`config.mk`:
```
export PLATFORM = sky130hd
export DESIGN_NAME = attention_score
export DESIGN_NICKNAME = d
export VERILOG_FILES = /design/src/hw/gat_pkg.sv /design/src/hw/attention_score.sv
export SDC_FILE = /design/constraint.sdc
export NUM_CORES = 2
export LEC_CHECK = 0
export BUFFER_PORTS_ARGS = -buffer_cell sky130_fd_sc_hd__buf_2
export CORE_ASPECT_RATIO = 0.7
export CORE_MARGIN = 4
export CORE_UTILIZATION = 40
export DETAILED_ROUTE_END_ITERATION = 10
export PLACE_DENSITY = 0.67
export SETUP_SLACK_MARGIN = 0.05
export SYNTH_ARGS = -nofsm -noshare
export SYNTH_HDL_FRONTEND = slang
export SYNTH_SLANG_ARGS = --single-unit
```
`constraint.sdc`:
```
create_clock -name clk -period 1.3 [get_ports clk]
set_input_delay 0.13 -clock clk [delete_from_list [all_inputs] [get_ports clk]]
set_output_delay 0.13 -clock clk [all_outputs]
set_load 0.01 [all_outputs]
```
`src/hw/gat_pkg.sv`:
```
// Graph-attention layer sizes, derived widths and the structs passed between stages
package gat_pkg;

  // ====================
  // Layer sizes
  // ====================
  localparam int DATA_W       = 8;
  localparam int NUM_FEAT_IN  = 4;
  localparam int NUM_FEAT_OUT = 4;
  localparam int NODE_ID_W    = 8;

  // Full-precision accumulator widths
  localparam int WH_W    = 2 * DATA_W + $clog2(NUM_FEAT_IN);
  localparam int SCORE_W = DATA_W + WH_W + $clog2(NUM_FEAT_OUT);

  // W rows first (output index major), then the attention vector
  localparam int W_ENTRIES     = NUM_FEAT_IN * NUM_FEAT_OUT;
  localparam int WEIGHT_DEPTH  = NUM_FEAT_OUT * (NUM_FEAT_IN + 1);
  localparam int WEIGHT_ADDR_W = $clog2(WEIGHT_DEPTH);

  // ====================
  // Element types
  // ====================
  typedef logic signed [DATA_W-1:0]  data_t;
  typedef logic signed [WH_W-1:0]    wh_elem_t;
  typedef logic signed [SCORE_W-1:0] score_t;

  typedef data_t    [NUM_FEAT_IN-1:0]  feat_vec_t;
  typedef feat_vec_t [NUM_FEAT_OUT-1:0] w_mat_t;
  typedef data_t    [NUM_FEAT_OUT-1:0] attn_vec_t;
  typedef wh_elem_t [NUM_FEAT_OUT-1:0] wh_vec_t;

  // ====================
  // Stage structs
  // ====================
  typedef struct packed {
    logic                     we;
    logic [WEIGHT_ADDR_W-1:0] addr;
    logic [DATA_W-1:0]        data;
  } wgt_wr_t;

  typedef struct packed {
    w_mat_t    w;
    attn_vec_t a;
  } weight_set_t;

  typedef struct packed {
    logic                 valid;
    logic [NODE_ID_W-1:0] id;
    feat_vec_t            feat;
  } node_t;

  typedef struct packed {
    logic                 valid;
    logic [NODE_ID_W-1:0] id;
    wh_vec_t              wh;
  } wh_t;

  typedef struct packed {
    logic                 valid;
    logic [NODE_ID_W-1:0] id;
    wh_vec_t              wh;
    score_t               score;
  } result_t;

endpackage

```
`src/hw/attention_score.sv`:
```
// Attention score stages, dot product with a followed by a power-of-two LeakyReLU
`timescale 1ns/100ps

module attention_score
  import gat_pkg::*;
#(
  parameter int unsigned LRELU_SHIFT = 3
)(
  input  logic      clk,
  input  logic      rst_n,
  input  wh_t       wh_i,
  input  attn_vec_t attn_i,
  output result_t   result_o
);

  score_t  raw_sum;
  score_t  act_score;
  result_t s2_q;

  // ====================
  // Stage 2
  // ====================
  always_comb begin
    raw_sum = '0;
    for (int o = 0; o < NUM_FEAT_OUT; o++) begin
      raw_sum = raw_sum + $signed(attn_i[o]) * $signed(wh_i.wh[o]);
    end
  end

  // Score field holds the raw sum until stage 3
  always_ff @(posedge clk or negedge rst_n) begin
    if (!rst_n) begin
      s2_q <= '0;
    end else begin
      s2_q.valid <= wh_i.valid;
      s2_q.id    <= wh_i.id;
      s2_q.wh    <= wh_i.wh;
      s2_q.score <= raw_sum;
    end
  end

  // ====================
  // Stage 3
  // ====================
  // Negative slope of 2^-LRELU_SHIFT, shift rounds toward minus infinity
  always_comb begin
    if (s2_q.score[SCORE_W-1]) begin
      act_score = $signed(s2_q.score) >>> LRELU_SHIFT;
    end else begin
      act_score = s2_q.score;
    end
  end

  always_ff @(posedge clk or negedge rst_n) begin
    if (!rst_n) begin
      result_o <= '0;
    end else begin
      result_o.valid <= s2_q.valid;
      result_o.id    <= s2_q.id;
      result_o.wh    <= s2_q.wh;
      result_o.score <= act_score;
    end
  end

endmodule

```
==> results.txt <==
- The commonest cells after synthesis are sky130_fd_sc_hd__inv_1 (673), sky130_fd_sc_hd__fa_1 (618), sky130_fd_sc_hd__nand2_1 (271).
- After the first detailed-routing iteration, the DRC count stood at between 800 and 900.
- sky130_fd_sc_hd__fa_1 takes more of the synthesized area than any other cell.
- Sequential share of the synthesized area: 20.6%
* Number of placement rows: 78
- For this run, the post-layout net count is 3905.
- Share of synthesized registers carrying an async set or reset: 100%
* Crit-path max FO: 6
- Across all setup checks in the final design, the least slack found is -4580 ps.
- Insertion delay of the later-clocked pin in the worst-skew pair: around 570 ps
- Cell area after synthesis: approximately 0.026 mm2
- Top delay family on crit path: adder cells
- TritonCTS built the clock tree.
- Worst Path Arrival: 6300 ps
- Cells with a size suffix above 1 make up roughly 29% of the layout.
- Critical Setup Path Class: primary input to flop
- Ordered list of cells on the worst path: buf_12 > buf_8 > and2_4 > fa_1 > fa_2 > inv_2 > fa_2 > inv_2 > fa_2 > fa_2 > fa_2 > fa_1 > inv_1 > fa_1 > inv_1 > ha_4 > and3_2 > o211ai_1 > buf_4 > a2111oi_4 > or2_1 > o311ai_1
* Chip width: 315 um
- Among all cell types in the netlist, the one instantiated most often is sky130_fd_sc_hd__inv_1.
- Detailed placement ended at an HPWL of 55200 um.
* Layout area overhead: 30.7%
- Height of the die: between 200 and 250 um
- Total number of vias: roughly 18000
- After detailed routing, the number of remaining DRC violations is 0.
- Across the routed clock network, the largest skew measured is between 15 and 20 ps.
- The most used flip-flop cell after synthesis is sky130_fd_sc_hd__dfrtp_1.
- In this run the clock root is driven by a sky130_fd_sc_hd__clkbuf_16.
* Leading cell types by total area after synthesis: sky130_fd_sc_hd__fa_1 (47%), sky130_fd_sc_hd__dfrtp_1 (21%), sky130_fd_sc_hd__inv_1 (9.6%)
- In this run the biggest area consumer among cell types represents roughly 47% of the synthesized area.
- Final-report setup violation count: 27
- Clock transition at path regs: around 60 ps
* DIE AREA: about 0.07 mm2
- Largest stage delay on the critical path: slightly above 600 ps
- Setup repair after global routing could not meet its margin everywhere.
- Count of pins on the block boundary: 224
- Count of max-cap constraint violations: 0
- Worst hold-check path type: primary input to asynchronous set/reset pin
- Max_slew headroom: 70.6%
- Most frequent CP cell: sky130_fd_sc_hd__fa_2
- Length of the first detailed-routing pass in iterations: 7
- Synthesis produced 2452 cells.
- The initial antenna violation count came to 2.
* Final weighted congestion of routability-driven global placement: approximately 0.83
- Summed over all layers, the global routing overflow is 0.
- Final design area excluding fillers: 0.0346 mm2
- Transition time at the pin with the least slew margin: ~440 ps
- After detailed routing, the number of vias per cell comes to 4.58.
- Total wire length: ~66000 um
- Pins Over Slew Limit: 0
* Setup crit start kind: primary input
- Based on the critical path, the design can be clocked at up to between 0.15 and 0.2 GHz.
- The flow ran to the end, but the final reports show violations.
- CTS H-tree depth: 1
- Before CTS, the worst setup slack after placement is -5340 ps.
- Effective utilization at floorplan: about two fifths
- After layout, the minimum clock period comes to approximately 5900 ps.
- The final reports fail on setup timing.
- Number of enable flip-flop cells after synthesis: 0
- Deepest clock path buffer count: 3
* Standard cell with the maximum stage delay on the critical path: sky130_fd_sc_hd__fa_2
- The netlist uses 53 different library cells.
- Share of the cycle needed by the critical path after routing: 452%
* Clock buffer count from CTS: 24
* Number of buffers inserted by port buffering: 223
- Entering global routing, the biggest net connects 42 pins.
* CP required: about 1700 ps
- Syn avg cell area: 10.8 um2
- The count of nets left with antenna violations once routing finished came out at 0.
- Syn nets: 3312
- Number of global-route vias before repair: roughly 20000
- Hold timing on the final database bottoms out at a slack of between 80 and 90 ps.
- Counting flops and latches in the post-synthesis netlist gives ~220.
- Global-route usage over all layers: around 19%
- # clock sinks: 218
- Startpoint of the most critical register-to-register path: s2_q[27]$_DFF_PN0_
- Together, buffers and inverters on the worst path number 7.
- The critical path starts at attn_i[29].
- After floorplanning, the core was sized to cover around 0.065 mm2.
- The final count of hold timing violations is 0.
- The first global-routing pass estimated 108000 um of wire.
- Average wire length per cell after detail routing: ~17 um
- During synthesis, Yosys emitted a total of 0 warnings.
- Setup crit end kind: flop
* Placed cell areas: 0.0314 mm2
==> path summary, 6_finish.rpt <==
| check | end | slack [ps] | cells after the start |
|---|---|---|---|
| hold / removal | s2_q[47]$_DFF_PN0_ | 80 | 2 |
| setup reg to reg | result_o[6]$_DFF_PN0_ | 240 | 2 |
| setup / recovery | s2_q[24]$_DFF_PN0_ | -4580 | 22 |
| hold reg to reg | result_o[77]$_DFF_PN0_ | 340 | 0 |
| max in group asynchronous | s2_q[81]$_DFF_PN0_ | 680 | 3 |
| min in group clk | s2_q[0]$_DFF_PN0_ | 120 | 3 |
==> flip-flops by register name, indices dropped and copies added, names as in the netlist <==
| register | flops |
|---|---|
| result_o | 109 |
| s2_q | 109 |
==> area by class of cell <==
class	count	area [um2]
fill	5636	30500
multi-input combinational	1513	19500
sequential	218	5460
timing repair buffer	615	5110
inverter	673	2530
tap	880	1100
clock buffer	28	646
clock inverter	14	196
antenna	2	5.00
==> metal layers <==
metal / share of wire (%) / wire length [um] / up-vias / track usage [%]
met3: 7.6 / 5010 / 52 / 4.12
li1: - / - / 8186 / -
met1: 45 / 29500 / 9321 / 28.7
met5: 0 / 0 / - / 0
met4: 1.7 / 1140 / 0 / 3.14
met2: 46 / 30400 / 494 / 30.3
==> kinds of logic after synthesis <==
| logic type | Yosys count | share of synthesized area, % |
|---|---|---|
| flip-flops | 218 | 20.6 |
| adder cells (fa/ha/maj) | 745 | 52.8 |
| multiplexers | 24 | 1.02 |
| XOR/XNOR | 36 | 1.19 |
| buffers and inverters | 721 | 10.3 |
| AO/OA/AOI/OAI | 75 | 2.00 |
| AND/OR/NAND/NOR | 633 | 12.1 |
==> per-stage QoR <==
stage | util (%) | setup TNS [ps] | cells
2_1_floorplan | - | -108920 | 2452
3_3_place_gp | 48.2 | -124330 | 3782
3_5_place_dp | 48.2 | -125930 | 3782
4_1_cts | 52.3 | -104380 | 3929
5_1_grt | 53.1 | -109780 | 3941
6_report | 53.1 | -106470 | 3943
==> placed cells by master (no fill, tap or decap), drive strengths merged, types with 29 or more instances in the layout <==
cell and n:
xnor2 29, clkbuf 42, nand2b 37, nor2 32, buf 519, and2 246, dfrtp 218, dlygate4sd3 82
ha 127, inv 672, fa 618, nand2 272
==> timing repair <==
| item | 4_1_cts | 5_1_grt |
|---|---|---|
| endpoints found under the setup margin | 31 | 40 |
| pin swaps | 135 | 77 |
| gates resized for setup | 220 | 118 |
| setup buffers | 25 | 11 |
| endpoints found under the hold margin | 299 | 0 |
| gates cloned | 2 | 2 |
| hold buffers | 82 | 0 |
Power is not shown: default switching activity piles up to over one toggle a cycle in this logic, so the estimate is an artifact.
