**src/hw/gat_pkg.sv**
```systemverilog
// Graph-attention layer sizes, derived widths and the structs passed between stages
package gat_pkg;

  // ====================
  // Layer sizes
  // ====================
  localparam int DATA_W       = 8;
  localparam int NUM_FEAT_IN  = 4;
  localparam int NUM_FEAT_OUT = 4;
  localparam int NODE_ID_W    = 8;

  // Full-precision accumulator widths
  localparam int WH_W    = 2 * DATA_W + $clog2(NUM_FEAT_IN);
  localparam int SCORE_W = DATA_W + WH_W + $clog2(NUM_FEAT_OUT);

  // W rows first (output index major), then the attention vector
  localparam int W_ENTRIES     = NUM_FEAT_IN * NUM_FEAT_OUT;
  localparam int WEIGHT_DEPTH  = NUM_FEAT_OUT * (NUM_FEAT_IN + 1);
  localparam int WEIGHT_ADDR_W = $clog2(WEIGHT_DEPTH);

  // ====================
  // Element types
  // ====================
  typedef logic signed [DATA_W-1:0]  data_t;
  typedef logic signed [WH_W-1:0]    wh_elem_t;
  typedef logic signed [SCORE_W-1:0] score_t;

  typedef data_t    [NUM_FEAT_IN-1:0]  feat_vec_t;
  typedef feat_vec_t [NUM_FEAT_OUT-1:0] w_mat_t;
  typedef data_t    [NUM_FEAT_OUT-1:0] attn_vec_t;
  typedef wh_elem_t [NUM_FEAT_OUT-1:0] wh_vec_t;

  // ====================
  // Stage structs
  // ====================
  typedef struct packed {
    logic                     we;
    logic [WEIGHT_ADDR_W-1:0] addr;
    logic [DATA_W-1:0]        data;
  } wgt_wr_t;

  typedef struct packed {
    w_mat_t    w;
    attn_vec_t a;
  } weight_set_t;

  typedef struct packed {
    logic                 valid;
    logic [NODE_ID_W-1:0] id;
    feat_vec_t            feat;
  } node_t;

  typedef struct packed {
    logic                 valid;
    logic [NODE_ID_W-1:0] id;
    wh_vec_t              wh;
  } wh_t;

  typedef struct packed {
    logic                 valid;
    logic [NODE_ID_W-1:0] id;
    wh_vec_t              wh;
    score_t               score;
  } result_t;

endpackage

```
**src/hw/weight_bank.sv**
```systemverilog
// Weight and attention-vector memory with host write port and load scan into working registers
`timescale 1ns/100ps

module weight_bank
  import gat_pkg::*;
(
  input  logic        clk,
  input  logic        rst_n,
  input  wgt_wr_t     wgt_wr_i,
  input  logic        wgt_load_done_i,
  output weight_set_t weights_o,
  output logic        ready_o
);

  localparam logic [WEIGHT_ADDR_W-1:0] LAST_ADDR = WEIGHT_ADDR_W'(WEIGHT_DEPTH - 1);

  logic [DATA_W-1:0]        mem [WEIGHT_DEPTH];
  logic [WEIGHT_ADDR_W-1:0] scan_addr;
  logic                     scanning;
  logic [DATA_W-1:0]        rd_data;
  logic [WEIGHT_ADDR_W-1:0] rd_addr;
  logic                     rd_vld;
  logic                     last_stored;

  // ====================
  // Memory
  // ====================
  always_ff @(posedge clk) begin
    if (wgt_wr_i.we && (wgt_wr_i.addr <= LAST_ADDR)) begin
      mem[wgt_wr_i.addr] <= wgt_wr_i.data;
    end
    rd_data <= mem[scan_addr];
    rd_addr <= scan_addr;
  end

  // ====================
  // Scan control
  // ====================
  always_ff @(posedge clk or negedge rst_n) begin
    if (!rst_n) begin
      scanning    <= 1'b0;
      scan_addr   <= '0;
      rd_vld      <= 1'b0;
      last_stored <= 1'b0;
      ready_o     <= 1'b0;
    end else if (wgt_load_done_i) begin
      // Also restarts a scan already running
      scanning    <= 1'b1;
      scan_addr   <= '0;
      rd_vld      <= 1'b0;
      last_stored <= 1'b0;
      ready_o     <= 1'b0;
    end else begin
      rd_vld      <= scanning;
      last_stored <= rd_vld && (rd_addr == LAST_ADDR);
      if (last_stored) begin
        ready_o <= 1'b1;
      end
      if (scanning) begin
        if (scan_addr == LAST_ADDR) begin
          scanning  <= 1'b0;
          scan_addr <= '0;
        end else begin
          scan_addr <= scan_addr + 1'b1;
        end
      end
    end
  end

  // Steer each returned byte into its W or a slot
  always_ff @(posedge clk or negedge rst_n) begin
    if (!rst_n) begin
      weights_o <= '0;
    end else if (rd_vld) begin
      for (int o = 0; o < NUM_FEAT_OUT; o++) begin
        for (int i = 0; i < NUM_FEAT_IN; i++) begin
          if (rd_addr == WEIGHT_ADDR_W'(o * NUM_FEAT_IN + i)) begin
            weights_o.w[o][i] <= rd_data;
          end
        end
        if (rd_addr == WEIGHT_ADDR_W'(W_ENTRIES + o)) begin
          weights_o.a[o] <= rd_data;
        end
      end
    end
  end

endmodule

```
**config.mk**
```make
export PLATFORM = sky130hd
export DESIGN_NAME = weight_bank
export DESIGN_NICKNAME = d
export VERILOG_FILES = /design/src/hw/gat_pkg.sv /design/src/hw/weight_bank.sv
export SDC_FILE = /design/constraint.sdc
export NUM_CORES = 1
export LEC_CHECK = 0
export BUFFER_PORTS_ARGS = -buffer_cell sky130_fd_sc_hd__clkbuf_2
export CORE_MARGIN = 4
export CORE_UTILIZATION = 37
export CTS_CLUSTER_SIZE = 40
export DETAILED_ROUTE_END_ITERATION = 6
export PLACE_DENSITY = 0.57
export SYNTH_ARGS = -nofsm -noshare
export SYNTH_HDL_FRONTEND = slang
export SYNTH_SLANG_ARGS = --single-unit
```
**constraint.sdc**
```tcl
create_clock -name clk -period 2.66 [get_ports clk]
set_clock_uncertainty 0.1 [all_clocks]
set_input_delay 0.399 -clock clk [delete_from_list [all_inputs] [get_ports clk]]
set_output_delay 0.399 -clock clk [all_outputs]
set_load 0.02 [all_outputs]
```
==> results of run 1 <==
## cells in the final DEF (no fill, tap or decap), types with 5 or more instances in the layout
| cell | Yosys | final |
|---|---|---|
| a21oi_1 | 9 | 9 |
| a22o_1 | 7 | 7 |
| buf_4 | 4 | 37 |
| clkbuf_1 | 27 | 11 |
| clkbuf_16 | 0 | 39 |
| clkbuf_2 | 0 | 176 |
| clkbuf_8 | 0 | 7 |
| dfrtp_1 | 169 | 167 |
| dfxtp_1 | 13 | 13 |
| edfxtp_1 | 160 | 160 |
| inv_1 | 7 | 7 |
| mux2_2 | 161 | 161 |
| mux2i_1 | 31 | 31 |
| mux4_1 | 5 | 5 |
| mux4_2 | 21 | 21 |
| nand2_1 | 17 | 17 |
| nor2_1 | 25 | 25 |
| nor2b_1 | 11 | 11 |
| nor3_1 | 7 | 7 |
| nor4_1 | 7 | 7 |
| o22ai_1 | 14 | 14 |
## area by class of cell
type                            count  area [um^2]  share of cell area (%)
Timing Repair Buffer              218         1240                    7.86
Clock buffer                       57         1110                    7.06
Sequential cell                   342         9300                    59.0
Inverter                            7         26.3                   0.167
Tap cell                          455          569                    3.61
Clock inverter                      5         36.3                   0.230
Multi-Input combinational cell    348         3490                    22.1
## worst paths after layout
path	startpoint	end	slack (ps)	cells past startpoint
worst max-delay path	scan_addr[0]	rd_data[1]	310	4
worst min-delay path	wgt_load_done_i	scan_addr[1]	110	2
worst max register to register	scan_addr[0]	rd_data[1]	310	4
worst min register to register	last_stored	ready_o	370	2
max in group asynchronous	rst_n	weights_o[72]	1370	3
min in group asynchronous	rst_n	weights_o[100]	360	2
## state kept, by name, indices dropped and copies added, names as in the netlist
register	flops
last_stored	1
mem	160
rd_addr	5
rd_data	8
rd_vld	1
ready_o	1
scan_addr	5
scanning	1
weights_o	160
## metrics by stage
stage          total power, mW  utilization, %  cells
6_report                  12.9            45.5   1432
5_1_grt                   13.5            45.5   1432
4_1_cts                   13.1            45.5   1432
3_5_place_dp              8.27            42.2   1369
3_3_place_gp              8.23            42.2   1369
2_1_floorplan             7.40               -    742
## cells by family (layout without fill, tap and decap cells)
| family | after synthesis | count (layout) |
|---|---|---|
| and+or+nand+nor | 93 | 93 |
| xor gates and xnor gates | 1 | 1 |
| adders and majority gates | 1 | 1 |
| AOI/OAI and AO/OA | 34 | 34 |
| buffers and inverters | 52 | 287 |
| muxes | 219 | 219 |
| DFF | 342 | 342 |
## where the power goes
part	total (mW)	switching [mW]	internal [mW]
clock	4.82	1.95	2.87
sequential	6.22	0.249	5.98
combinational	1.89	1.19	0.703
total	12.9	3.39	9.55
## repair_timing
item | CTS | global route
hold endpoints to repair | 63 | 0
hold buffers | 1 | 0
resized for setup | 0 | 0
## metal layers
metal	vias to the layer above	GRT usage (%)	wire (um)
met1	3799	22.2	13800
met3	51	3.47	1850
met5	-	0	0
li1	3202	-	-
met4	0	4.86	800
met2	210	26.2	15000
==> qor.yml, run 1 <==
numCtsBuffers: 37
synth-edff-count: 160
synthTopCellsByCount: "dfrtp_1, mux2_2, edfxtp_1"
num-nets-final: 972
place_ws_ps: 285
overflow: 0
syn_area_um2: 13000
startpoint_type: "flip-flop"
cp_slowest_cell: "dfrtp_2"
areaGrowthSynthToFinish_pct: 20.9
tritoncts: "built"
detail-route-antenna-nets: 0
dpl_cell_area_um2: 14600
grt_pass1_wl_mm: 47.8
hold_class: "primary input to flip-flop"
synthXorXnorAreaFrac_pct: 0.0671
die_y_um: 196
crit_path_end_kind: "flip-flop"
syn_avg_cell_area_um2: 17.6
crit_fanout: 21
synthMuxAreaShare_pct: 21.0
maxSlewViolCount: 0
synth.area.top_cells: "edfxtp_1, dfrtp_1, mux2_2"
synthSimpleGateAreaFrac_pct: 3.90
seq_area_frac_synth_pct: 71.3
ys_warn_count: 0
pin_count: 178
initial_utilization_pct: 37.7
core_area_um2: 34600
h-tree-depth: 2
synthFlopType: "dfrtp_1"
grt_antenna_before_repair: 0
routedWlPerCell_um: 21.9
wl_mm: 31.4
antenna_cells: 0
drc: 0
critical_path_buf_inv_count: 0
core.rowCount: 68
cts.reportedPaths.clkPinSlew_ps: 60
clkLatencyLatePin_ps: 510
setup-violations-final: 0
post-route-period-util_pct: 88.3
synth_fa_ha_area_share_pct: 0.0959
max_stage_delay_ps: 800
grt_start_max_net_pins: 67
crit_arrival_ps: 2600
die_area_um2: 38300
layout_setup_ws_ps: 312
power-per-cell-area_nw_per_um2: 821
synth_cells: 742
async_flop_share_pct: 49.4
cp_top_family: "flip-flops"
num_vias: 7262
synth_cell_types: 41
yosysMostFrequentCell: "dfrtp_1"
synth.top_cell.area_share_pct: 36.8
tritoncts_num_sinks: 342
synth_top_family_by_area: "multiplexers"
p_leak_nw: 6.84
post_cts_buffers: 0
slew_headroom_pct: 51.9
rsz0062_at_grt: "no"
vias_per_cell: 5.07
grt_pass1_vias: 7536
outcome: "completed"
first_pass_iters: 5
clock.fmax_ghz: 0.426
io_buffers: 177
worstMarginPinSlew_ps: 722
fin_tns_setup_ps: 0
die_width_um: 196
place.gp.congestion: 0.834
clockRootBuffer: "clkbuf_16"
path_cells: "mux4_1 > a22o_1 > nor4_1 > a21oi_1"
min_period_ps: 2350
hold_ws_ps: 110
critPathRequiredTime_ps: 2910
finalHoldViolCount: 0
ir_drop_mv: 0.521
drive_gt1_share_pct: 46.8
track_usage_pct: 16.2
fin_area_um2: 15800
dp_hpwl_mm: 20.6
synth-compound-area-share_pct: 1.66
synth_area_leader_cell: "edfxtp_1"
cts.path.max_buffers: 3
n_fill_cell: 3039
critPathKind: "flip-flop to flip-flop"
drt_iter0_drc: 422
cap_violations: 0
yosys_register_bits: 342
synth_nets: 760
No activity file was read; power rests on OpenSTA's default activity.
==> inputs of run 2 (changes only) <==
- RECOVER_POWER: not set -> 100
==> run 2 against run 1 <==
  * The flow now finishes with violations (max-capacitance violations, max-slew violations)
  * Die area unchanged
  * Maximum frequency shrank 0.12%
  * Critical path depth stayed put
  * Non-clock buffer count is the same
  * Largest cell class unchanged
  * Largest power group unchanged
  * Highest routed layer unchanged
==> qor.yml, run 2 (same netlist as run 1, synthesis figures left out) <==
outcome: "finished with violations"
violations: "max-capacitance violations, max-slew violations"
reg2reg_to: "rd_data[1]"
areaGrowthSynthToFinish_pct: 18.3
h-tree-depth: 2
die_area_um2: 38300
routedWlPerCell_um: 22.2
num_vias: 7285
place.gp.congestion: 0.834
hold_start: "wgt_load_done_i"
grt_pass1_vias: 7536
crit_arrival_ps: 2600
initial_utilization_pct: 37.7
max_stage_delay_ps: 800
crit_fanout: 21
track_usage_pct: 16.2
rsz0062_at_grt: "no"
core.rowCount: 68
r2r_start: "scan_addr[0]"
crit_path_end_kind: "flip-flop"
fin_tns_setup_ps: 0
grt_pass1_wl_mm: 47.8
drc: 0
maxSlewViolCount: 66
power-per-cell-area_nw_per_um2: 832
r2r_cells: 4
cts.path.max_buffers: 3
dp_hpwl_mm: 20.6
dp.cells: 1369
numCtsBuffers: 37
pin_count: 178
grt_start_max_net_pins: 67
io_buffers: 177
clock.fmax_ghz: 0.425
first_pass_iters: 5
clockRootBuffer: "clkbuf_16"
detail-route-antenna-nets: 0
fin_cells: 1432
core_area_um2: 34600
holdPathStages: 2
setup-violations-final: 0
p_leak_nw: 6.16
cts_resized: 0
slew_headroom_pct: -13.3
post-route-period-util_pct: 88.4
critPathRequiredTime_ps: 2910
die_width_um: 196
die_y_um: 196
min_delay_worst_endpoint: "scan_addr[4]"
antenna_cells: 0
tritoncts_num_sinks: 342
cts.reportedPaths.clkPinSlew_ps: 60
min_period_ps: 2350
vias_per_cell: 5.09
cp_slowest_cell: "dfrtp_2"
path_cells: "mux4_1 > a22o_1 > nor4_1 > a21oi_1"
top_regs: "mem x160, weights_o x160, rd_data x8"
power.total_mw: 12.8
startpoint_type: "flip-flop"
layout_commonest_cell: "clkbuf_1"
finalHoldViolCount: 0
grt_antenna_before_repair: 0
most-common-layout-cells: "clkbuf_1, dfrtp_1, mux2_2"
place_ws_ps: 285
worstMarginPinSlew_ps: 1700
num-nets-final: 972
tritoncts: "built"
cap_violations: 1
n_fill_cell: 3127
wl_mm: 31.7
drt_iter0_drc: 402
r2r_setup_slack_ps: 310
layout_setup_ws_ps: 309
drive_gt1_share_pct: 26.4
clkLatencyLatePin_ps: 510
critPathKind: "flip-flop to flip-flop"
hold_ws_ps: 110
overflow: 0
ir_drop_mv: 0.500
hold_class: "primary input to flip-flop"
## run 2: cell count changes in the layout (fill, tap and decap cells not counted), sizes merged
| cell | change |
|---|---|
| buf | -25 |
| clkbuf | +25 |
## run 2: layout make-up
| type | instances | area [um^2] | area share (%) |
|---|---|---|---|
| Inverter | 7 | 26.3 | 0.170 |
| Multi-Input combinational cell | 348 | 3470 | 22.5 |
| Sequential cell | 342 | 9300 | 60.3 |
| Clock buffer | 57 | 1110 | 7.22 |
| Timing Repair Buffer | 218 | 920 | 5.96 |
| Clock inverter | 5 | 36.3 | 0.235 |
| Tap cell | 455 | 569 | 3.69 |
## run 2: worst max-delay path, delay by kind of cell, from the launching register on
kind / cells / cell delay, ps
AOI/OAI and AO/OA: 2 / 330
DFF: 1 / 800
muxes: 1 / 640
and+or+nand+nor: 1 / 320
## run 2: how the worst max path moves through the flow
stage                            start             end  slack [ps]  depth (start not counted)
after floorplan           scan_addr[0]      rd_data[4]         790                          6
after global placement    scan_addr[0]      rd_data[3]         360                          4
after detailed placement  scan_addr[0]      rd_data[3]         280                          4
after CTS                 scan_addr[0]      rd_data[1]         260                          4
after global routing             rst_n  weights_o[127]         120                          3
final                     scan_addr[0]      rd_data[1]         310                          4
## run 2: where the power goes
part / leakage (nW) / switching, mW / internal [mW] / total (mW)
combinational: 1.77 / 1.20 / 0.598 / 1.80
sequential: 3.82 / 0.246 / 5.98 / 6.22
clock: 0.566 / 1.95 / 2.87 / 4.82
total: 6.16 / 3.39 / 9.45 / 12.8
## run 2: metal layers
metal,track usage [%],vias to the layer above,part of all wire [%],wire length (um)
met1,22.2,3785,44,13900
met4,4.86,0,2.6,814
li1,-,3216,-,-
met2,26.2,232,47,15000
met3,3.47,52,6.4,2020
met5,0,-,0,0
## run 2: through the flow
stage,util [%],area [um^2]
5_1_grt,44.6,15400
6_report,44.6,15400
2_1_floorplan,-,13000
4_1_cts,45.5,15800
3_5_place_dp,42.2,14600
3_3_place_gp,42.2,14600
## run 2: what timing repair did
item                                   4_1_cts  5_1_grt
hold buffers                                 1        0
setup buffers                                0        0
endpoints found under the hold margin       63        0
==> inputs of run 3 (changes only) <==
- PLACE_DENSITY: 0.57 -> not set
- PLACE_DENSITY_LB_ADDON: not set -> 0.2
- REMOVE_ABC_BUFFERS: not set -> 1
==> run 3 against run 2 <==
  * The run now ends clean
  * Sequential share of layout area increased by 0.052 points
  * Combinational power about the same
  * Flip-flop and latch count unchanged
  * Total power about the same
  * Worst setup slack improved by 180 ps
  * Register-to-register slack improved by 180 ps
  * First-iteration DRC count grew 1.2%
  * Via count down 0.40%
  * Hold slack worse by 29 ps
==> qor.yml, run 3 (same netlist as run 1, synthesis figures left out) <==
die_width_um: 196
power-per-cell-area_nw_per_um2: 833
dpl_cell_area_um2: 14600
crit_path_end_kind: "flip-flop"
areaGrowthSynthToFinish_pct: 18.2
tritoncts: "built"
critPathKind: "flip-flop to flip-flop"
io_buffers: 177
crit_fanout: 29
wl_mm: 32.0
fin_cells: 1441
fin_tns_setup_ps: 0
h-tree-depth: 2
drt_iter0_drc: 407
drc: 0
cts_resized: 0
most-common-layout-cells: "clkbuf_1, dfrtp_1, mux2_2"
dp_hpwl_mm: 20.4
routedWlPerCell_um: 22.2
detail-route-antenna-nets: 0
critPathRequiredTime_ps: 3010
pwr-share-comb_pct: 14.1
post-route-period-util_pct: 81.8
overflow: 0
post_cts_buffers: 0
track_usage_pct: 16.2
dp.cells: 1370
grt_antenna_before_repair: 0
core_area_um2: 34600
setup-violations-final: 0
cts_hold_buf: 1
p_seq_share_pct: 48.4
finalHoldViolCount: 0
place.gp.congestion: 0.768
cap_violations: 0
pin_count: 178
outcome: "completed"
rsz0062_at_grt: "no"
die_y_um: 196
min_period_ps: 2170
hold_ws_ps: 80.8
cts.path.max_buffers: 3
fin_area_um2: 15400
antenna_cells: 0
utilization_pct: 44.5
numCtsBuffers: 38
clkLatencyLatePin_ps: 530
tritoncts_num_sinks: 342
p_leak_nw: 6.14
slew_headroom_pct: 22.6
grt_pass1_wl_mm: 48.0
num_vias: 7256
cts.reportedPaths.clkPinSlew_ps: 60
drive_gt1_share_pct: 26.1
n_fill_cell: 3199
seq_area_um2: 9300
multi_input_area_um2: 3470
initial_utilization_pct: 37.7
ir_drop_mv: 0.632
die_area_um2: 38300
clock.fmax_ghz: 0.460
startpoint_type: "flip-flop"
power_switching_mw: 3.52
maxSlewViolCount: 0
crit_arrival_ps: 2520
clkPwrFrac_pct: 37.5
layout_setup_ws_ps: 485
num-nets-final: 974
clockRootBuffer: "clkbuf_16"
intPower_mw: 9.32
place_ws_ps: 472
grt_start_max_net_pins: 47
core.rowCount: 68
power.total_mw: 12.8
swShare_pct: 27.4
layout_commonest_cell: "clkbuf_1"
worstMarginPinSlew_ps: 1160
top_regs: "mem x160, weights_o x160, rd_data x8"
vias_per_cell: 5.04
hold_class: "primary input to flip-flop"
first_pass_iters: 4
grt_pass1_vias: 7320
## run 3: final cells by class
cell class	instances	area share, %
multi-input combinational	348	22.5
clock buffer	54	6.76
timing repair buffer	219	5.94
tap	455	3.69
clock inverter	16	0.641
sequential	342	60.3
inverter	7	0.170
## run 3: path summary, 6_finish.rpt
path	from	cells past startpoint	slack (ps)	to
max	scan_addr[0]	5	490	rd_data[0]
min	wgt_load_done_i	2	80	scan_addr[4]
max reg2reg	scan_addr[0]	5	490	rd_data[0]
min reg2reg	last_stored	2	370	ready_o
max in group asynchronous	rst_n	3	660	weights_o[14]
min in group asynchronous	rst_n	2	520	weights_o[4]
## run 3: layer usage
layer / global-route usage (%) / up-vias / routed length (um)
met5: 0 / - / 0
met2: 26.4 / 191 / 15100
met1: 23.0 / 3802 / 14800
met4: 3.39 / 0 / 565
met3: 2.87 / 47 / 1580
li1: - / 3216 / -
## run 3: power by group through the flow
stage	Combinational [mW]	Clock [mW]	Sequential, mW
2_1_floorplan	0.527	0	6.83
3_3_place_gp	1.92	0	6.31
3_5_place_dp	1.94	0	6.32
4_1_cts	1.94	4.97	6.22
5_1_grt	1.93	5.17	6.26
6_report	1.80	4.82	6.22
## run 3: worst max-delay path, stage by stage, from the launching register on
cell,delay (ps)
dfrtp_2,500
buf_4,480
or3b_1,510
o22ai_1,280
nor4_1,80
a21oi_1,100
